## src/design/pin_io_pkg.sv

```systemverilog
package pin_io_pkg;

  // number of pin channels in the subsystem.
  localparam int num_channels = 4;

  // width of a channel number inside the arbiter.
  localparam int chan_idx_w = $clog2(num_channels);

  // block number that selects the time base instead of a channel.
  localparam logic [7:0] global_block = 8'hff;

  // register offsets, taken from addr[7:0].
  localparam logic [7:0] addr_global_cmd  = 8'd0;  // time base run control.
  localparam logic [7:0] addr_nco_incr    = 8'd1;  // oscillator phase increment.
  localparam logic [7:0] addr_end_time    = 8'd2;
  localparam logic [7:0] addr_local_cmd   = 8'd3;
  localparam logic [7:0] addr_sample_rate = 8'd4;  // interval in clock cycles.
  localparam logic [7:0] addr_sample_reg  = 8'd5;
  localparam logic [7:0] addr_sample_cnt  = 8'd7;
  localparam logic [7:0] addr_status      = 8'd8;
  localparam logic [7:0] addr_last_data   = 8'd9;

  // command codes written to addr_local_cmd.
  localparam logic [31:0] cmd_const        = 32'd2;
  localparam logic [31:0] cmd_square_wave  = 32'd3;
  localparam logic [31:0] cmd_input_stream = 32'd4;
  localparam logic [31:0] cmd_reset        = 32'd5;

  // one-hot channel state, reported in the status register.
  typedef enum logic [3:0] {
    st_idle         = 4'b0001,
    st_const        = 4'b0010,
    st_input_stream = 4'b0100,
    st_square       = 4'b1000
  } chan_state_t;

endpackage

```

## src/design/time_base.sv

```systemverilog
`timescale 1ns/1ps

module time_base (
  input  logic        clk,
  input  logic        reset,
  input  logic        wr,
  input  logic        rd,
  input  logic [15:0] addr,
  input  logic [31:0] wr_data,
  output logic [31:0] current_time,
  output logic [15:0] rd_word
);
  import pin_io_pkg::*;

  logic run;
  logic cmd_hit;

  assign cmd_hit = (addr[15:8] == global_block) && (addr[7:0] == addr_global_cmd);

  // a start write moves time to 1 right away, so channels see it on the next cycle.
  always_ff @(posedge clk) begin
    if (reset) begin
      run          <= 1'b0;
      current_time <= '0;
    end else if (wr && cmd_hit) begin
      run          <= wr_data[0];
      current_time <= wr_data[0] ? current_time + 32'd1 : '0;  // stop also clears time.
    end else if (run) begin
      current_time <= current_time + 32'd1;
    end
  end

  always_ff @(posedge clk) begin
    if (reset) rd_word <= '0;
    else if (rd && cmd_hit) rd_word <= {15'b0, run};
    else rd_word <= '0;  // zero when not addressed so the top can OR the words.
  end

endmodule

```

## config.mk

```make
export PLATFORM = sky130hd
export DESIGN_NAME = time_base
export DESIGN_NICKNAME = d
export VERILOG_FILES = /design/src/design/pin_io_pkg.sv /design/src/design/time_base.sv
export SDC_FILE = /design/constraint.sdc
export NUM_CORES = 1
export LEC_CHECK = 0
export BUFFER_PORTS_ARGS = -buffer_cell sky130_fd_sc_hd__buf_4
export CORE_ASPECT_RATIO = 1.4
export CORE_MARGIN = 10
export CORE_UTILIZATION = 35
export DETAILED_ROUTE_END_ITERATION = 12
export GPL_ROUTABILITY_DRIVEN = 0
export PLACE_DENSITY_LB_ADDON = 0.2
export SETUP_SLACK_MARGIN = 0.1
export SLEW_MARGIN = 20
export SYNTH_ARGS = -nofsm -noshare
export SYNTH_HDL_FRONTEND = slang
export SYNTH_SLANG_ARGS = --single-unit
```

## constraint.sdc

```tcl
create_clock -name clk -period 2.8 [get_ports clk]
set_input_delay 0.42 -clock clk [delete_from_list [all_inputs] [get_ports clk]]
set_output_delay 0.42 -clock clk [all_outputs]
set_load 0.05 [all_outputs]
```

; ---- Word-level counts from Yosys, hierarchy flattened
; Index checks and enable logic that the tools add are counted.
[word_totals]
register_bits = 49
input_bits = 52
out_inout_bits = 48
word_cells = 16
[op_classes]
n_addsub = 1
eq_ne = 1
muxes = 3
bitwise = 1
n_reduce_logical = 6
[ops]
columns = operator, n
row1 = $mux 32, 3
row2 = $add 32x1->32 const B, 1
row3 = $eq 8x8->1 const B, 1
row4 = $logic_not 8->1, 1
row5 = $logic_and 1x1->1, 3
row6 = $reduce_bool 2->1, 1
row7 = $reduce_or 2->1, 1
row8 = $not 1->1, 1

; ---- Depth between registers and ports, before layout
; Gate-level depths: netlist (run 1).
[logic_depth]
word_depth = 5
ltp_mapped = 8

; ---- Worst setup path before layout (run 1)
; OpenSTA, ideal clock, no wires.
[synth_path]
path_kind = register to register
start = register current_time[0]
end = register current_time[24]
arrival_time_ns = 2.238
slack_ns = 0.430
stages_incl_launch_ff = 9
period_less_slack_ns = 2.370
cell_sequence = dfxtp_1 -> ha_1 -> nand3_1 -> nor3_2 -> nand4_1 -> clkbuf_1 -> clkbuf_1 -> o41ai_1 -> a21oi_1
[synth_between]
elab_chain_len = 3
word_cells_on_any_way = 4
[synth_lines]
columns = item, line
row1 = start: declaration, time_base.sv:10  ; output logic [31:0] current_time,
row2 = start signal: assignment, time_base.sv:27  ; current_time <= wr_data[0] ? current_time + 32'd1 : '0;
row3 = start signal: assignment, time_base.sv:29  ; current_time <= current_time + 32'd1;
row4 = $add 32x1->32 *, "time_base.sv:27, time_base.sv:29"
row5 = $mux 32 (on tied branches), "time_base.sv:28, time_base.sv:27"
row6 = $mux 32 *, time_base.sv:25  ; end else if (wr && cmd_hit) begin
; Mark *: on every way between the ends. The rest lies on a longest branch, timed or not. The select of a mux whose other input is x is not followed.
; A chain may end at the register's enable or synchronous reset.

; ---- Final worst setup path (run 1)
[layout_path]
start = register current_time[12]
end = register current_time[26]
; The elaborated chain is that of the path after synthesis.

==> impl_results.md, run 1 <==
* Clock Path Buffers at 2
* Iter 0 DRT Violations at 87
* Layout Nets at 343
* Tmin final at 2.11 ns
* H-tree depth at 2
* Yosys reg bits at 34
* Crit path largest cell delay at 0.61 ns
* Largest net degree at the start of global routing at 27
* Final instance area at 0.00245 mm²
* IO buf count at 53
* Total congestion overflow at 0
* Setup TNS at 0 ns
* CTS resizes at 0
* All-layer global routing usage at 0.118
* Top delay family on crit path: simple AND/OR/NAND/NOR gates
* Final hold vios at 0
* Pre-antenna DRT Iters at 4
* Period utilisation layout at 0.752
* Area post-placement at 0.00236 mm²
* Syn_area_per_cell at 8.26 µm²
* FP Rows at 31
* Post-Synthesis Cells at 233
* Layout Utilization at 0.468
* Detailed Route WL at 5300 µm
* Number of diodes at 0
* Hold Buf Count CTS at 0
* Root Buffer: clkbuf_8
* Fraction of layout cells with a size suffix above 1 at 0.271
* Initial antenna violation count at 0
* Number of global-route vias before repair at 1860
* CTS tree: done
* WS Path Type: reg2reg
* Initial Util at 0.368
* Via count at 1934
* WHS at 0.409 ns
* Max Freq at 475 MHz
* EDFF count, synth at 0
* Area grow syn2layout at 27.4%
* CTS sink cnt at 34
* Slew Limit Fails at 0
* Buf/Inv on CP at 0
* Static Leak at 0.920 nW
* Die Width at 82.7 µm
* Asr flop ratio synth at 0
* Startpoint class of the critical path: register
* Distinct cells, synth at 38
* IO Count at 100
* Final Setup Violations at 0
* TritonCTS Buffers at 5
* Worst path required time at 3.01 ns
* Tot Pwr at 0.944 mW
* Synth warnings at 0
* Setup crit start: current_time[12]
* Crit path arrival time at 2.32 ns
* Setup Skew at 0.00576 ns
* Postcts setup bufs at 0
* Worst R2R Start: current_time[12]
* Vias per inst at 5.42
* Crit end category: register
* Worst-Margin Slew at 0.656 ns
* Outcome: complete, no violations
* Post-DRT Antenna Nets at 0
* Slowest CP cell: nor3_1
* First-pass GRT wire length at 8570 µm
* Die height at 108 µm
* Max_slew headroom at 0.559
* Clock-pin slew of the registers on the worst-case setup and hold paths at 0.07 ns
* Clock Latency Late Sink at 0.28 ns
* Netlist Area Pre-Place at 0.00192 mm²
* Crit-path cells: nand4_2, nor3_1, nand3_1, or4_1, a21oi_1
* Max-cap viol count at 0
* WL/cell at 14.8 µm
* # fillers at 541
* Core area at 0.00524 mm²
* Post-synthesis sequential area ratio at 0.354
* Max FO, Critical Path at 8
* Full die area at 0.00891 mm²
* Hpwl dp at 4000 µm
* Most used DFF post-synth: dfxtp_1
* Worst hold path class: in2reg
* DRC at 0
* Hold Startpoint: rd
* Maximum VDD drop at 125 µV
* P per Cell Area at 385 mW/mm²
* RSZ-0062 raised after global routing: no
[logic make-up (layout without fill, tap and decap cells)]
family                     count (synthesis)  count (layout)  share of synthesized area
and+or+nand+nor                          100             100                      0.324
AOI/OAI and AO/OA                         60              60                      0.205
buffers and inverters                     37              81                      0.109
DFF                                       34              34                      0.354
adders and majority gates                  1               1                    0.00650
other                                      1              15                    0.00195
[report_power, final]
group / switching (mW) / internal [mW] / total (mW)
sequential: 0.00000111 / 0.483 / 0.483
combinational: 0.0624 / 0.0241 / 0.0864
clock: 0.176 / 0.198 / 0.374
[per-layer routing]
layer  routed length (µm)  share of wire  vias to the layer above  track usage
met1                 2180           0.41                      898        0.131
met4                   72          0.014                        0       0.0360
li1                     -              -                      976            -
met2                 2550           0.48                       54        0.191
met3                  492          0.093                        6       0.0585
met5                    0              0                        -            0
[cell usage after synthesis (2+ instances only)]
| cell type | instances | share of area |
|---|---|---|
| a21o_1 | 2 | 0.0078 |
| a21oi_1 | 25 | 0.065 |
| and2_1 | 2 | 0.0065 |
| and4_1 | 3 | 0.014 |
| and4b_1 | 2 | 0.010 |
| buf_2 | 3 | 0.0078 |
| buf_4 | 16 | 0.062 |
| clkbuf_1 | 7 | 0.014 |
| dfxtp_1 | 34 | 0.35 |
| inv_1 | 10 | 0.020 |
| nand2_1 | 20 | 0.039 |
| nand2b_1 | 2 | 0.0065 |
| nand3_1 | 13 | 0.034 |
| nand4_1 | 10 | 0.033 |
| nand4b_1 | 4 | 0.018 |
| nor2_1 | 5 | 0.0098 |
| nor4_1 | 2 | 0.0065 |
| nor4b_2 | 2 | 0.016 |
| o211ai_1 | 9 | 0.035 |
| o21ai_0 | 3 | 0.0078 |
| o31ai_1 | 8 | 0.031 |
| o32ai_1 | 9 | 0.041 |
| o41ai_1 | 2 | 0.0091 |
| or2_2 | 4 | 0.013 |
| or3_1 | 8 | 0.026 |
| or4_1 | 16 | 0.062 |
[cell type report]
class	instances	area (µm²)	area share
Multi-Input combinational cell	176	1090	0.443
Sequential cell	34	681	0.278
Timing Repair Buffer	63	473	0.193
Clock buffer	7	86.3	0.0352
Tap cell	66	82.6	0.0337
Inverter	10	37.5	0.0153
Clock inverter	1	5.00	0.00204
[worst min-delay path, stage by stage]
cell,delay (ns)
buf_4,0.11
nand4b_1,0.08
nor2_1,0.04
[through the flow]
stage | setup WS, ns | std cells
5_1_grt | 0.491 | 357
2_1_floorplan | 0.430 | 247
4_1_cts | 0.677 | 357
3_3_place_gp | 0.593 | 349
3_5_place_dp | 0.498 | 349
6_report | 0.695 | 357
[sequential cells by signal, indices dropped and copies added (netlist names)]
name          flops
current_time     32
run               1
rd_word           1
[layout by cell type (no fill, tap or decap), types with 5 or more instances in the layout]
cell type	count
o32ai_1	9
clkbuf_8	6
o211ai_1	9
nor2_1	5
or4_1	16
a21oi_1	25
inv_1	10
nand4_1	10
conb_1	15
buf_4	63
nand3_1	13
dfxtp_1	34
or3_1	8
nand2_1	20
o31ai_1	8
[path summary, 6_finish.rpt]
path	cells after the start	slack, ns	endpoint
worst max-delay path	5	0.69	current_time[26]
worst min-delay path	3	0.41	rd_word[0]
worst max register to register	5	0.69	current_time[26]
worst min register to register	2	0.50	current_time[31]
(Power assumes the default switching activity.)
==> inputs of run 2 (changes only) <==
Clock period 2.8 ns to 2.1 ns, I/O delays scaled along.
==> impl_results.md, run 2 (same netlist as run 1, synthesis figures left out) <==
* Max FO, Critical Path at 5 (-3)
* Total congestion overflow at 0 (unchanged)
* Worst path required time at 2.33 ns (-0.68 ns)
* Worst-Margin Slew at 0.779 ns (+0.123 ns)
* Static Leak at 0.988 nW (+7.3%)
* Post-DRT Antenna Nets at 0 (unchanged)
* WS Path Type: reg2reg
* Crit path arrival time at 2.14 ns (-0.18 ns)
* H-tree depth at 2 (unchanged)
* # fillers at 543 (+0.37%)
* Slowest CP cell: or4b_1
* Layout Nets at 353 (+2.9%)
* RSZ-0062 raised after global routing: no
* Worst hold path stage count at 3 (unchanged)
* Full die area at 0.00891 mm² (unchanged)
* Setup Skew at 0.00774 ns (+0.00198 ns)
* Max-cap viol count at 0 (unchanged)
* Startpoint class of the critical path: register
* Commonest non-fill, non-tap cells in the layout: buf_4 (69), a21oi_1 (22), nand2_1 (20), dfxtp_1 (17)
* CTS tree: done
* Largest register FFs at 32 (unchanged)
* Iter 0 DRT Violations at 82 (-5.7%)
* WHS at 0.299 ns (-0.110 ns)
* Hold Buf Count CTS at 0 (unchanged)
* Clock-pin slew of the registers on the worst-case setup and hold paths at 0.07 ns (about the same)
* Crit end category: register
* All-layer global routing usage at 0.118 (about the same)
* Clock Latency Late Sink at 0.29 ns (about the same)
* Commonest non-fill, non-tap cell in the layout: buf_4
* P per Cell Area at 486 mW/mm² (+26%)
* Crit path largest cell delay at 0.48 ns (-0.13 ns)
* Crit-path cells: ha_4, nand3_2, nor3_2, nand4_1, buf_6, or4b_1, a21oi_2
* Outcome: complete, no violations
* Tmin final at 1.91 ns (-0.191 ns)
* Vias per inst at 5.49 (+1.3%)
* Clock Path Buffers at 2 (unchanged)
* Largest net degree at the start of global routing at 27 (unchanged)
* First-pass GRT wire length at 8470 µm (-1.1%)
* Slew Limit Fails at 0 (unchanged)
* DRC at 0 (unchanged)
* Final Setup Violations at 0 (unchanged)
* Multi-input logic area at 0.00112 mm² (+3.3%)
* Number of global-route vias before repair at 1733 (-6.8%)
* Hpwl dp at 4100 µm (+2.3%)
* Reg2reg path depth at 7 (+2)
* Max_slew headroom at 0.481 (-0.0783)
* FP Rows at 31 (unchanged)
* Initial antenna violation count at 0 (unchanged)
* Pre-antenna DRT Iters at 4 (unchanged)
* Die height at 108 µm (unchanged)
* FF/Latch Area at 707 µm² (+3.9%)
* Initial Util at 0.368 (unchanged)
* Via count at 2014 (+4.1%)
* Non-Filler Instances at 367 (+2.8%)
* CTS sink cnt at 34 (unchanged)
* Biggest regs: current_time: 32 flops, rd_word: 1 flops, run: 1 flops
* Detailed Route WL at 5680 µm (+7.3%)
* IO Count at 100 (unchanged)
* TritonCTS Buffers at 5 (unchanged)
* Root Buffer: clkbuf_8
* Max Freq at 522 MHz (+10%)
* Final hold vios at 0 (unchanged)
* Die Width at 82.7 µm (unchanged)
* Fraction of layout cells with a size suffix above 1 at 0.375 (+0.104)
* Period utilisation layout at 0.911 (+0.160)
* IO buf count at 53 (unchanged)
* WL/cell at 15.5 µm (+4.4%)
* Placed cell count at 353 (+1.1%)
* Number of diodes at 0 (unchanged)
* Maximum VDD drop at 244 µV (+96%)
* Area grow syn2layout at 35.4%
* Largest reg by FF count: current_time
* Worst hold path class: in2reg
* Core area at 0.00524 mm² (unchanged)
run 2: cell count changes in the layout (fill, tap and decap cells not counted), moves of 3 or more:
cell,before,now
dfxtp_1,34,17
buf_4,63,69
a21oi_1,25,22
a21oi_2,1,4
dfxtp_2,0,15
run 2: timing repair:
| item | CTS | global route |
|---|---|---|
| gates resized for setup | 0 | 11 |
| buffers inserted | 0 | 4 |
| endpoints found under the setup margin | 0 | 3 |
run 2: layout make-up:
type	instances	share of cell area
clock buffer	7	0.0331
timing repair buffer	73	0.217
sequential	34	0.271
multi-input combinational	176	0.431
inverter	10	0.0144
clock inverter	1	0.00192
tap	66	0.0317
run 2: critical path: cells and delay by family (launching register included):
kind | cells | cell delay [ns]
AND/OR/NAND/NOR | 4 | 1.00
flip-flops | 1 | 0.38
buffers and inverters | 1 | 0.20
AO/OA/AOI/OAI | 1 | 0.15
adder cells (fa/ha/maj) | 1 | 0.14
run 2: path summary, 6_finish.rpt:
| kind | from | slack [ns] | to |
|---|---|---|---|
| hold reg to reg | current_time[19] | 0.50 | current_time[19] |
| hold / removal | rd | 0.30 | rd_word[0] |
| setup reg to reg | current_time[1] | 0.19 | current_time[24] |
| setup / recovery | current_time[1] | 0.19 | current_time[24] |
run 2: per-layer routing:
layer / track usage / wire, µm / part of all wire
met3: 0.0493 / 499 / 0.088
met1: 0.136 / 2320 / 0.41
met4: 0.0360 / 88 / 0.015
met5: 0 / 0 / 0
met2: 0.192 / 2770 / 0.49
run 2: through the flow:
step	total power [mW]	TNS (ns)	cell area, µm²	worst slack [ns]	util
2_1_floorplan	0.755	0	2000	0.0602	-
3_3_place_gp	0.772	0	2430	0.0167	0.464
3_5_place_dp	0.773	-0.0395	2430	-0.0265	0.464
4_1_cts	1.28	0	2520	0.221	0.481
5_1_grt	1.31	0	2610	0.101	0.498
6_report	1.27	0	2610	0.186	0.498
run 2: where the power goes:
part | internal, mW | switching, mW
registers | 0.641 | 0.00000141
logic | 0.0335 | 0.0841
clock network | 0.265 | 0.242
total | 0.940 | 0.326
