`src/design/pin_io_pkg.sv`:
```
package pin_io_pkg;

  // number of pin channels in the subsystem.
  localparam int num_channels = 4;

  // width of a channel number inside the arbiter.
  localparam int chan_idx_w = $clog2(num_channels);

  // block number that selects the time base instead of a channel.
  localparam logic [7:0] global_block = 8'hff;

  // register offsets, taken from addr[7:0].
  localparam logic [7:0] addr_global_cmd  = 8'd0;  // time base run control.
  localparam logic [7:0] addr_nco_incr    = 8'd1;  // oscillator phase increment.
  localparam logic [7:0] addr_end_time    = 8'd2;
  localparam logic [7:0] addr_local_cmd   = 8'd3;
  localparam logic [7:0] addr_sample_rate = 8'd4;  // interval in clock cycles.
  localparam logic [7:0] addr_sample_reg  = 8'd5;
  localparam logic [7:0] addr_sample_cnt  = 8'd7;
  localparam logic [7:0] addr_status      = 8'd8;
  localparam logic [7:0] addr_last_data   = 8'd9;

  // command codes written to addr_local_cmd.
  localparam logic [31:0] cmd_const        = 32'd2;
  localparam logic [31:0] cmd_square_wave  = 32'd3;
  localparam logic [31:0] cmd_input_stream = 32'd4;
  localparam logic [31:0] cmd_reset        = 32'd5;

  // one-hot channel state, reported in the status register.
  typedef enum logic [3:0] {
    st_idle         = 4'b0001,
    st_const        = 4'b0010,
    st_input_stream = 4'b0100,
    st_square       = 4'b1000
  } chan_state_t;

endpackage

```
`src/design/chan_bus_if.sv`:
```
`timescale 1ns/1ps

// sample request link between one channel and the arbiter.
interface chan_bus_if;

  logic        req;    // held high until the arbiter grants it.
  logic        grant;  // one cycle wide.
  logic [15:0] count;
  logic        level;

  modport channel (
    output req,
    output count,
    output level,
    input  grant
  );

  modport arbiter (
    input  req,
    input  count,
    input  level,
    output grant
  );

endinterface

```
`src/design/pin_channel.sv`:
```
`timescale 1ns/1ps

module pin_channel #(
  parameter int channel_index = 0
) (
  input  logic        clk,
  input  logic        reset,
  input  logic        wr,
  input  logic        rd,
  input  logic [15:0] addr,
  input  logic [31:0] wr_data,
  input  logic [31:0] current_time,
  input  logic        pin_in,
  output logic        pin_out,
  output logic        pin_oe,
  output logic [15:0] rd_word,
  chan_bus_if.channel smp
);
  import pin_io_pkg::*;

  logic        chan_sel;
  logic        chan_wr;
  logic        chan_rd;
  logic [31:0] command;
  logic [31:0] nco_incr;
  logic [31:0] end_time;
  logic [31:0] sample_rate;
  logic [15:0] last_data;
  chan_state_t state;
  chan_state_t state_next;
  logic        time_running;
  logic        stop;
  logic        clr_cmd;
  logic [31:0] phase_acc;
  logic [31:0] rate_cnt;
  logic [31:0] rate_limit;
  logic        capture;
  logic        sample_reg;
  logic [15:0] sample_cnt;
  logic        req;
  logic        overrun;

  assign chan_sel = (addr[15:8] == 8'(channel_index));
  assign chan_wr  = wr && chan_sel;
  assign chan_rd  = rd && chan_sel;

  assign time_running = (current_time != '0);

  // An end time of zero means run until a reset command arrives.
  assign stop = (command == cmd_reset) ||
                ((end_time != '0) && (current_time >= end_time));

  // In idle any pending command is consumed once time runs.
  // While running only a reset command is consumed, and others wait.
  assign clr_cmd = (state == st_idle) ? (time_running && (command != '0))
                                      : (command == cmd_reset);

  always_ff @(posedge clk) begin
    if (reset) begin
      command <= '0;
    end else if (chan_wr && (addr[7:0] == addr_local_cmd)) begin
      command <= wr_data;  // a new write wins over the clear.
    end else if (clr_cmd) begin
      command <= '0;
    end
  end

  always_ff @(posedge clk) begin
    if (reset) begin
      nco_incr    <= '0;
      end_time    <= '0;
      sample_rate <= '0;
    end else if (chan_wr) begin
      case (addr[7:0])
        addr_nco_incr:    nco_incr    <= wr_data;
        addr_end_time:    end_time    <= wr_data;
        addr_sample_rate: sample_rate <= wr_data;
        default: ;
      endcase
    end
  end

  // Kept for bus debug, any write to this channel lands here.
  always_ff @(posedge clk) begin
    if (chan_wr) last_data <= wr_data[15:0];
  end

  always_comb begin
    state_next = state;
    case (state)
      st_idle: begin
        if (time_running) begin
          if (command == cmd_const) state_next = st_const;
          else if (command == cmd_square_wave) state_next = st_square;
          else if (command == cmd_input_stream) state_next = st_input_stream;
        end
      end
      st_const, st_square, st_input_stream: begin
        if (stop) state_next = st_idle;
      end
      default: state_next = st_idle;
    endcase
  end

  always_ff @(posedge clk) begin
    if (reset) state <= st_idle;
    else state <= state_next;
  end

  // The accumulator looks at the next state so that pin_out is high
  // in the very first cycle of st_const.
  always_ff @(posedge clk) begin
    if (reset) phase_acc <= '0;
    else if (state_next == st_const) phase_acc <= '1;
    else phase_acc <= phase_acc + nco_incr;
  end

  assign pin_out = phase_acc[31];  // output frequency is about f_clk * nco_incr / 2^32.
  assign pin_oe  = (state == st_const) || (state == st_square);

  assign rate_limit = (sample_rate == '0) ? 32'd1 : sample_rate;
  assign capture    = (state == st_input_stream) && !stop &&
                      (rate_cnt >= rate_limit - 32'd1);

  always_ff @(posedge clk) begin
    if (reset) rate_cnt <= '0;
    else if ((state != st_input_stream) || capture) rate_cnt <= '0;
    else rate_cnt <= rate_cnt + 32'd1;
  end

  always_ff @(posedge clk) begin
    if (reset) begin
      sample_reg <= 1'b0;
      sample_cnt <= '0;
      req        <= 1'b0;
      overrun    <= 1'b0;
    end else if (capture) begin
      sample_reg <= pin_in;
      sample_cnt <= sample_cnt + 16'd1;
      req        <= 1'b1;
      // The older capture is lost when it has not been granted yet.
      if (req && !smp.grant) overrun <= 1'b1;
    end else if (smp.grant) begin
      req <= 1'b0;
    end
  end

  assign smp.req   = req;
  assign smp.count = sample_cnt;
  assign smp.level = sample_reg;

  always_ff @(posedge clk) begin
    if (reset) begin
      rd_word <= '0;
    end else if (chan_rd) begin
      case (addr[7:0])
        addr_sample_reg: rd_word <= {15'b0, sample_reg};
        addr_sample_cnt: rd_word <= sample_cnt;
        addr_status:     rd_word <= {11'b0, overrun, state};
        addr_last_data:  rd_word <= last_data;
        default:         rd_word <= '0;
      endcase
    end else begin
      rd_word <= '0;
    end
  end

endmodule

```
`src/flat_wrapper.sv`:
```
// flat-port wrapper written by rule: the top's interface ports become plain ports
module pin_channel_flat import pin_io_pkg::*;
#(
  parameter int channel_index = 0
)
  (clk, reset, wr, rd, addr, wr_data, current_time, pin_in, pin_out, pin_oe, rd_word, smp_req, smp_count, smp_level, smp_grant);
  chan_bus_if smp_i ();
  input  logic clk;
  input  logic reset;
  input  logic wr;
  input  logic rd;
  input  logic [15:0] addr;
  input  logic [31:0] wr_data;
  input  logic [31:0] current_time;
  input  logic pin_in;
  output logic pin_out;
  output logic pin_oe;
  output logic [15:0] rd_word;
  output wire logic [$bits(smp_i.req)-1:0] smp_req;
  output wire logic [$bits(smp_i.count)-1:0] smp_count;
  output wire logic [$bits(smp_i.level)-1:0] smp_level;
  input wire logic [$bits(smp_i.grant)-1:0] smp_grant;
  assign smp_req = smp_i.req;
  assign smp_count = smp_i.count;
  assign smp_level = smp_i.level;
  assign smp_i.grant = smp_grant;
  pin_channel #(.channel_index(channel_index)) u_core (.clk(clk), .reset(reset), .wr(wr), .rd(rd), .addr(addr), .wr_data(wr_data), .current_time(current_time), .pin_in(pin_in), .pin_out(pin_out), .pin_oe(pin_oe), .rd_word(rd_word), .smp(smp_i));
endmodule
```
`config.mk`:
```
export PLATFORM = sky130hd
export DESIGN_NAME = pin_channel_flat
export DESIGN_NICKNAME = d
export VERILOG_FILES = /design/src/design/pin_io_pkg.sv /design/src/design/chan_bus_if.sv /design/src/design/pin_channel.sv /design/src/flat_wrapper.sv
export SDC_FILE = /design/constraint.sdc
export NUM_CORES = 1
export LEC_CHECK = 0
export ABC_AREA = 1
export BUFFER_PORTS_ARGS = -buffer_cell sky130_fd_sc_hd__buf_4
export CAP_MARGIN = 40
export CORE_MARGIN = 2
export CORE_UTILIZATION = 25
export DETAILED_ROUTE_END_ITERATION = 16
export PLACE_DENSITY_LB_ADDON = 0.12
export SLEW_MARGIN = 20
export SYNTH_ARGS = -nofsm -noshare
export SYNTH_HDL_FRONTEND = slang
export SYNTH_SLANG_ARGS = --single-unit
export TNS_END_PERCENT = 20
```
`constraint.sdc`:
```
create_clock -name clk -period 7.7 [get_ports clk]
set_input_delay 0.385 -clock clk [delete_from_list [all_inputs] [get_ports clk]]
set_output_delay 0.385 -clock clk [all_outputs]
set_load 0.1 [all_outputs]
```
After elaboration in Yosys (flattened, before gate mapping)
Cells that the tools add are included.

Equal/unequal tests: 18. Muxes and demuxes: 14. $add $sub $neg: 4. Bitwise logic cells: 1. $lt $le $gt $ge: 2. Reduce and logical (&&, ||, !) cells: 27.

Operators by type and width (count): $mux W32 (4); $reduce_bool A32 Y1 (3); $eq A32 B2 Y1 const B (2); $eq A32 B3 Y1 const B (2); $ge A32 B32 Y1 (2); $pmux W16 S4 (1); $add A32 B1 Y32 const B (1); $add A32 B32 Y32 (1); $logic_not A32 Y1 (1); $sub A32 B1 Y32 const B (1); $eq A8 B3 Y1 const B (3); $mux W4 (5); $add A16 B1 Y16 const B (1); $eq A8 B2 Y1 const B (2); $eq A8 B4 Y1 const B (2); $eq A4 B2 Y1 const B (2); $eq A8 B1 Y1 const B (1); $logic_and A1 B1 Y1 (8); $logic_not A8 Y1 (1); $pmux W4 S2 (1); $reduce_and A2 Y1 (4); $eq A4 B1 Y1 const B (1); $eq A4 B3 Y1 const B (1); $eq A4 B4 Y1 const B (1); 8 further kinds (15).

Register bits after elaboration: 247. Word-level logic and storage cells: 79. Output and inout bits: 36. Input port bits: 86.

Longest topological paths before layout
Gate-level depths: netlist of the first run.

Depth after elaboration: 8. Mapped depth: 27. Depth with buffers taken out: 27.

Worst setup path before layout of the first run
OpenSTA, ideal clock, no wires.

Path type: reg-to-reg. Start: reg u_core.sample_rate[10]. End: reg u_core.sample_cnt[11] (netlist: u_core.smp.count[11]). Cell stages (with the launch flop): 27. Slack: 4027 ps. Setup time: 132 ps. Path buffers: 2. Data arrival time: 3541 ps. Period minus slack after synthesis: 3673 ps. Required time: 7568 ps. Cell sequence: dfxtp_1 nor2_1 nand2_1 nor4_1 nand3_1 nand2_1 inv_1 ha_1 nand3_1 nor2_1 inv_1 nor3_1 nand2_1 nor3_1 xor2_1 ha_1 nand2_1 nor2_1 nand2_1 nor4_2 nand4_1 nand3_1 nand4_1 buf_4 buf_4 nand2_1 a21oi_1.

Cells in the longest elaborated chain, start to end: 5.

RTL lines: start: declaration (line pin_channel.sv:27) `logic [31:0] sample_rate;`; start signal: assignment (line pin_channel.sv:77) `addr_sample_rate: sample_rate <= wr_data;`; $logic_not A32 Y1 (line pin_channel.sv:121) `assign rate_limit = (sample_rate == '0) ? 32'd1 : sample_rate;`; $mux W32 * (line pin_channel.sv:121); $sub A32 B1 Y32 * (line pin_channel.sv:123) `(rate_cnt >= rate_limit - 32'd1);`; $ge A32 B32 Y1 * (line pin_channel.sv:123); $logic_and A1 B1 Y1 * (line pin_channel.sv:122) `assign capture = (state == st_input_stream) && !stop &&`; end signal: assignment (line pin_channel.sv:139) `sample_cnt <= sample_cnt + 16'd1;`; end: declaration (line pin_channel.sv:39) `logic [15:0] sample_cnt;`.

Mark *: on every way between the ends. The rest lies on a longest branch, timed or not. A chain may end at the register's enable or synchronous reset.

Final worst setup path of the first run
Start: reg u_core.sample_rate[10]. End: reg u_core.sample_cnt[13] (netlist: u_core.smp.count[13]).

Same word-level chain as after synthesis.

==> results of run 1 <==
[layer usage]
| layer | global-route usage | share of wire |
|---|---|---|
| met3 | 0.0236 | 0.036 |
| met1 | 0.214 | 0.48 |
| met5 | 0 | 0 |
| met2 | 0.265 | 0.46 |
| met4 | 0.0436 | 0.020 |
[power groups by stage]
stage / Sequential, mW / Clock (mW) / Combinational [mW]
final: 1.29 / 1.63 / 0.117
after global routing: 1.29 / 1.73 / 0.130
after CTS: 1.29 / 1.68 / 0.120
after detailed placement: 1.32 / 0 / 0.120
after global placement: 1.32 / 0 / 0.119
after floorplan: 1.32 / 0 / 0.0373
[path summary, 6_finish.rpt]
kind                     startpoint              endpoint  slack, ns  cells after the start
max          u_core.sample_rate[10]  u_core.smp.count[13]       2.73                     26
min                          pin_in      u_core.smp.level       0.12                      3
max reg2reg  u_core.sample_rate[10]  u_core.smp.count[13]       2.73                     26
min reg2reg      u_core.rate_cnt[0]    u_core.rate_cnt[0]       0.45                      1
[kinds of logic (layout without fill, tap and decap cells)]
group           after synthesis  after routing  synth area share
xor+xnor                     81             81            0.0522
compound gates              399            399             0.155
simple gates                725            725             0.240
flops                       247            247             0.376
fa+ha+maj                    99             99            0.0917
buf+inv                     302            437            0.0862
[cells in the mapped netlist, types with 2 or more instances]
master and number:
nand3_1 58, nor2_2 6, a211oi_1 4, edfxtp_1 16, a22oi_1 9, buf_4 5, xnor2_1 19, nor2_1 154
nor4_1 26, nor3b_1 6, o21bai_1 5, nand2_2 3, nand3b_1 4, inv_1 234, nand4_2 3, xor2_1 62
clkinv_1 2, o221ai_1 2, inv_2 5, nor4_2 3, a21oi_1 227, dfxtp_1 231, o21ai_2 2, o21ai_0 131
nor2_4 2, buf_2 15, or2_2 4, a31oi_1 8, nand2_1 346, ha_1 98, a21o_1 3, o21a_1 2
nor3_2 2, nor3_1 40, nand4_1 63, clkbuf_1 41
[cell type report]
class,instances,area share
Multi-Input combinational cell,1304,0.447
Sequential cell,247,0.312
Timing Repair Buffer,136,0.0633
Clock buffer,47,0.0593
Inverter,241,0.0552
Tap cell,696,0.0532
Clock inverter,13,0.0104
[sequential cells by signal, summed over array words and instances, names as in the netlist]
| signal | count |
|---|---|
| u_core.rate_cnt | 32 |
| u_core.end_time | 32 |
| u_core.nco_incr | 32 |
| u_core.smp.count | 16 |
| u_core.smp.req | 1 |
| u_core.state | 4 |
| u_core.last_data | 16 |
| u_core.phase_acc | 32 |
| u_core.rd_word | 16 |
| u_core.overrun | 1 |
| u_core.sample_rate | 32 |
| u_core.smp.level | 1 |
| u_core.command | 32 |
[cells in the final DEF, fill, tap and decap left out, types with 3 or more instances in the layout]
cell type / netlist / layout
clkinv_2: 0 / 6
nand2_2: 3 / 3
nor3b_1: 6 / 6
o21ai_0: 131 / 131
dfxtp_1: 231 / 231
nand4_2: 3 / 3
nor4_1: 26 / 26
a21o_1: 3 / 3
ha_1: 98 / 98
edfxtp_1: 16 / 16
buf_4: 5 / 132
o21bai_1: 5 / 5
bufinv_16: 0 / 4
nor2_1: 154 / 154
a211oi_1: 4 / 4
nand4_1: 63 / 63
or2_2: 4 / 4
nor4_2: 3 / 3
nand2_1: 346 / 346
clkbuf_8: 0 / 5
a22oi_1: 9 / 9
nor3_1: 40 / 40
inv_1: 234 / 234
a31oi_1: 8 / 8
nand3b_1: 4 / 4
nand3_1: 58 / 57
clkbuf_1: 41 / 7
clkbuf_16: 0 / 35
inv_2: 5 / 6
a21oi_1: 227 / 227
nor2_2: 6 / 6
xor2_1: 62 / 62
xnor2_1: 19 / 19
[worst max-delay path, cell delays in order, from the launching register on]
cell     delay (ns)
dfxtp_1        0.40
nor2_1         0.09
nand2_1        0.12
nor4_1         0.07
nand3_1        0.07
nand2_1        0.08
inv_1          0.10
ha_1           0.20
nand3_1        0.15
nor2_1         0.24
inv_1          0.08
nor3_1         0.43
nand2_1        0.20
nor3_1         0.21
xor2_1         0.10
ha_1           0.28
nand2_1        0.06
nor2_1         0.15
nand2_1        0.11
nor4_2         0.20
nand4_1        0.12
nand3_1        0.16
nand4_1        0.43
buf_6          0.34
inv_2          0.25
nand2_1        0.09
a21oi_1        0.14
[stage by stage]
| step | utilization | hold slack, ns |
|---|---|---|
| after CTS | 0.304 | 0.0917 |
| after global routing | 0.304 | 0.101 |
| after floorplan | - | 0.417 |
| after detailed placement | 0.283 | 0.437 |
| after global placement | 0.282 | 0.432 |
| final | 0.304 | 0.121 |
==> results.py, run 1 <==
metrics = {
    "logic_synthesis": {
        "async_flop_share": 0,
        "ys_seq_area_frac": 0.376,
        "syn-num-nets": 2038,
        "synth_flop_cell": "dfxtp_1",
        "yosys.area.top_type": "dfxtp_1",
        "synth-edff-count": 16,
        "syn-instance-count": 1853,
        "synth.avg_cell_area_um2": 7.33,
        "netlist-cell-type-count": 48,
        "ys_warn_count": 0,
        "synth.ff_latch_count": 247,
        "syn_area_mm2": 0.0136,
        "synth_top_cell_area_share": 0.340,
        "yosys-top-cells-area": "dfxtp_1 34%, nand2_1 9.6%, ha_1 9.0%",
    },
    "route": {
        "drt_wl_total_um": 44700,
        "drc": 0,
        "drtAntennaViolNets": 0,
        "viasPerCell": 4.61,
        "detail_route.first_pass.iterations": 5,
        "vias": 12400,
        "wl_per_cell_um": 16.7,
        "drtIter0Drc": 700,
    },
    "cells_and_area": {
        "diodes": 0,
        "finalNonFillerCells": 2684,
        "nNetsFinal": 2149,
        "drive_gt1_frac": 0.112,
        "area_delta_synth_final_pct": 20.5,
        "multiInputGateArea_mm2": 0.00732,
        "n_fill_cell": 5877,
        "design_area_mm2": 0.0164,
        "regArea_mm2": 0.00510,
    },
    "placed_design": {
        "placed_area_mm2": 0.0152,
        "place.detailed.hpwl_um": 33700,
        "globalplace.congestion": 0.826,
        "dp_slack_ns": 2.73,
        "portBuffers": 121,
        "dp.cells": 2623,
    },
    "pwr": {
        "p_clk_frac": 0.536,
        "power.share.sequential": 0.425,
        "ir_drop_mv": 0.132,
        "p_comb_frac": 0.039,
        "p_sw_mw": 0.687,
        "power_mw": 3.04,
        "cellLeakagePower_nw": 6.88,
        "internal_power_mw": 2.35,
        "power.density_mw_per_mm2": 185,
        "swShare": 0.226,
    },
    "timing": {
        "finalCritPeriodShare": 0.645,
        "worst_slack_ns": 2.73,
        "fin_skew_ns": 0.0217,
        "setup_viol": 0,
        "slew_headroom": 0.479,
        "fmax_ghz": 0.201,
        "layout_min_cycle_time_ns": 4.97,
        "hold_viol": 0,
        "finalSetupTns_ns": 0,
        "rsz0062_at_grt": "no",
        "worstMarginPinSlew_ns": 0.774,
        "finalMaxSlewViolations": 0,
    },
    "clocking": {
        "cts_buffers": 34,
        "cts.sinks": 247,
        "cts_resized": 0,
        "clk_latency_ns": 0.54,
        "cts_max_level": 2,
        "cts_tree": "done",
        "postCtsHoldBufs": 0,
        "cts_setup_buffers": 0,
        "clkTransAtPathRegs_ns": 0.06,
        "cts_root_buf": "clkbuf_16",
        "clockBufferDepth": 3,
    },
    "grt": {
        "grt_start_max_net_pins": 65,
        "antenna_found_initial": 2,
        "track_usage": 0.159,
        "grt-ovfl-total": 0,
        "first_global_vias": 12200,
        "grt_pass1_wl_um": 70000,
    },
    "worst_setup_path": {
        "crit_fanout": 17,
        "end_kind": "flip-flop",
        "start_kind": "flip-flop",
        "arrival_ns": 5.42,
        "path_class": "flip-flop to flip-flop",
        "cp_data_required_time_ns": 8.16,
    },
    "floorplan": {
        "pin_count": 122,
        "die_w_um": 237,
        "die-area_mm2": 0.0562,
        "die_h_um": 237,
        "rows": 85,
        "start_util": 0.253,
        "core_mm2": 0.0538,
    },
    "run_status": {
        "status": "finished clean",
    },
    "run": {
        "drv_cap": 0,
    },
    "worst_hold_path": {
        "min_path_type": "input port to flip-flop",
    },
}
No activity file was read; power rests on OpenSTA's default activity.
==> run 2: changes to the inputs <==
==> constraint.sdc (replaced) <==
create_clock -name clk -period 4.7 [get_ports clk]
set_input_delay 0.235 -clock clk [delete_from_list [all_inputs] [get_ports clk]]
set_output_delay 0.235 -clock clk [all_outputs]
set_load 0.1 [all_outputs]
==> run 2 against run 1 <==
Power rose by 60%. Register-to-register slack got worse by 2.3 ns. Non-clock buffer count rose by 34. Critical path type unchanged. Critical endpoint is now u_core.rate_cnt[31]. Largest cell class unchanged. Highest routed layer is now met5.
==> results.py, run 2 (same netlist as run 1, synthesis figures left out) <==
metrics = {
    "route": {
        "detail_route.first_pass.iterations": 5,
        "wl_per_cell_um": 16.5,
        "drt_wl_total_um": 44800,
        "viasPerCell": 4.59,
        "drtAntennaViolNets": 0,
        "drtIter0Drc": 729,
        "vias": 12500,
        "drc": 0,
    },
    "worst_setup_path": {
        "crit_slowest_cell": "nor4_1",
        "end_kind": "flip-flop",
        "rrSetupSlack_ns": 0.46,
        "r2r-start": "u_core.sample_rate[10]",
        "r2r_end": "u_core.rate_cnt[31]",
        "worstRegToRegCells": 28,
        "critPathMaxStageDelay_ns": 0.37,
        "crit_fanout": 32,
        "start_kind": "flip-flop",
        "path_class": "flip-flop to flip-flop",
        "arrival_ns": 4.67,
        "cp_data_required_time_ns": 5.13,
    },
    "floorplan": {
        "pin_count": 122,
        "die-area_mm2": 0.0562,
        "die_w_um": 237,
        "start_util": 0.253,
        "core_mm2": 0.0538,
        "die_h_um": 237,
        "rows": 85,
    },
    "worst_hold_path": {
        "hold_path.startpoint": "wr_data[12]",
        "min_path_type": "input port to flip-flop",
        "hold_path_depth": 1,
        "hold-path-endpoint": "u_core.last_data[12]",
    },
    "timing": {
        "fin_skew_ns": 0.0252,
        "finalSetupTns_ns": 0,
        "finalMaxSlewViolations": 0,
        "hold_viol": 0,
        "worstMarginPinSlew_ns": 0.762,
        "setup_viol": 0,
        "holdWs_ns": 0.0169,
        "slew_headroom": 0.491,
        "fmax_ghz": 0.236,
        "finalCritPeriodShare": 0.902,
        "layout_min_cycle_time_ns": 4.24,
        "rsz0062_at_grt": "no",
    },
    "grt": {
        "use_met1": 0.213,
        "grt_start_max_net_pins": 61,
        "grt-ovfl-total": 0,
        "antenna_found_initial": 3,
        "first_global_vias": 12300,
        "gr-usage-met3": 0.0268,
        "busiest_layer": "met2",
        "grt_pass1_wl_um": 70400,
        "track_usage": 0.159,
        "grt_use_met2": 0.265,
    },
    "clocking": {
        "cts_tree": "done",
        "cts.sinks": 247,
        "clk_latency_ns": 0.54,
        "cts_max_level": 2,
        "clockBufferDepth": 3,
        "cts_root_buf": "clkbuf_16",
        "clkTransAtPathRegs_ns": 0.06,
        "cts_buffers": 34,
    },
    "cells_and_area": {
        "drive_gt1_frac": 0.116,
        "area_delta_synth_final_pct": 22.8,
        "finalNonFillerCells": 2719,
        "mostFrequentLayoutCells": "345 x nand2_1, 234 x inv_1, 231 x dfxtp_1, 227 x a21oi_1, 152 x nor2_1",
        "final_common_cell": "nand2_1",
        "nNetsFinal": 2183,
    },
    "pwr": {
        "p_sw_mw": 1.13,
        "cellLeakagePower_nw": 7.02,
        "ir_drop_mv": 0.234,
        "internal_power_mw": 3.72,
        "p_clk_frac": 0.519,
        "power.density_mw_per_mm2": 291,
        "swShare": 0.233,
        "power_mw": 4.85,
        "power.share.sequential": 0.437,
        "p_comb_frac": 0.044,
    },
    "placed_design": {
        "globalplace.congestion": 0.831,
        "dp.cells": 2627,
        "portBuffers": 121,
        "place.detailed.hpwl_um": 33900,
    },
    "run_status": {
        "status": "finished clean",
    },
    "run": {
        "drv_cap": 0,
    },
}
==> run 2: cell count changes in the layout (fill, tap and decap cells not counted), sizes merged <==
cell | before | now
buf | 136 | 140
bufinv | 4 | 1
clkbuf | 47 | 43
clkinv | 8 | 15
clkinvlp | 1 | 2
diode | 0 | 1
dlygate4sd3 | 0 | 30
inv | 241 | 240
==> run 2: timing repair <==
item | CTS | global route
endpoints found under the setup margin | 0 | 50
gates resized for setup | 0 | 5
hold endpoints to repair | 38 | 1
setup buffers | 0 | 1
hold buffers | 29 | 1
==> run 2: metal layers <==
layer / wire, µm / vias to the layer above
met5: 13 / -
met4: 931 / 2
met3: 1970 / 57
met2: 20800 / 206
met1: 21100 / 5749
li1: - / 6477
==> run 2: layout make-up <==
cell class                 count  area [µm²]
clock buffer                  43         968
clock inverter                17         118
antenna                        1        2.50
inverter                     241         907
fill                        5840       37100
tap                          696         871
timing repair buffer         170        1380
sequential                   247        5100
multi-input combinational   1304        7330
==> run 2: power groups by stage <==
stage | combinational (mW) | sequential [mW] | clock (mW)
after floorplan | 0.0611 | 2.16 | 0
after global placement | 0.194 | 2.16 | 0
after detailed placement | 0.199 | 2.16 | 0
after CTS | 0.218 | 2.12 | 2.60
after global routing | 0.235 | 2.11 | 2.70
final | 0.214 | 2.12 | 2.52
==> run 2: critical path, delay by kind of cell, from the launching register on <==
family	cells	cell delay, ns
XOR/XNOR	1	0.17
AND/OR/NAND/NOR	18	2.40
adder cells (fa/ha/maj)	2	0.48
flip-flops	1	0.34
buffers and inverters	7	0.72
==> run 2: per-stage QoR <==
step           utilization  instance area, µm²  worst slack (ns)
5_1_grt              0.310               16700            0.0465
3_5_place_dp         0.284               15300             0.257
2_1_floorplan            -               13600              1.03
6_report             0.310               16700             0.461
3_3_place_gp         0.283               15200             0.364
4_1_cts              0.309               16700             0.227
==> run 2: worst max path at each step <==
stage,slack (ns),from,cells past startpoint,to
after floorplan,1.03,u_core.sample_rate[10],26,u_core.smp.count[11]
after global placement,0.36,u_core.sample_rate[10],27,u_core.rate_cnt[31]
after detailed placement,0.26,u_core.sample_rate[18],27,u_core.rate_cnt[31]
after CTS,0.23,u_core.sample_rate[10],25,u_core.smp.count[0]
after global routing,0.05,u_core.sample_rate[10],28,u_core.rate_cnt[31]
final,0.46,u_core.sample_rate[10],28,u_core.rate_cnt[31]
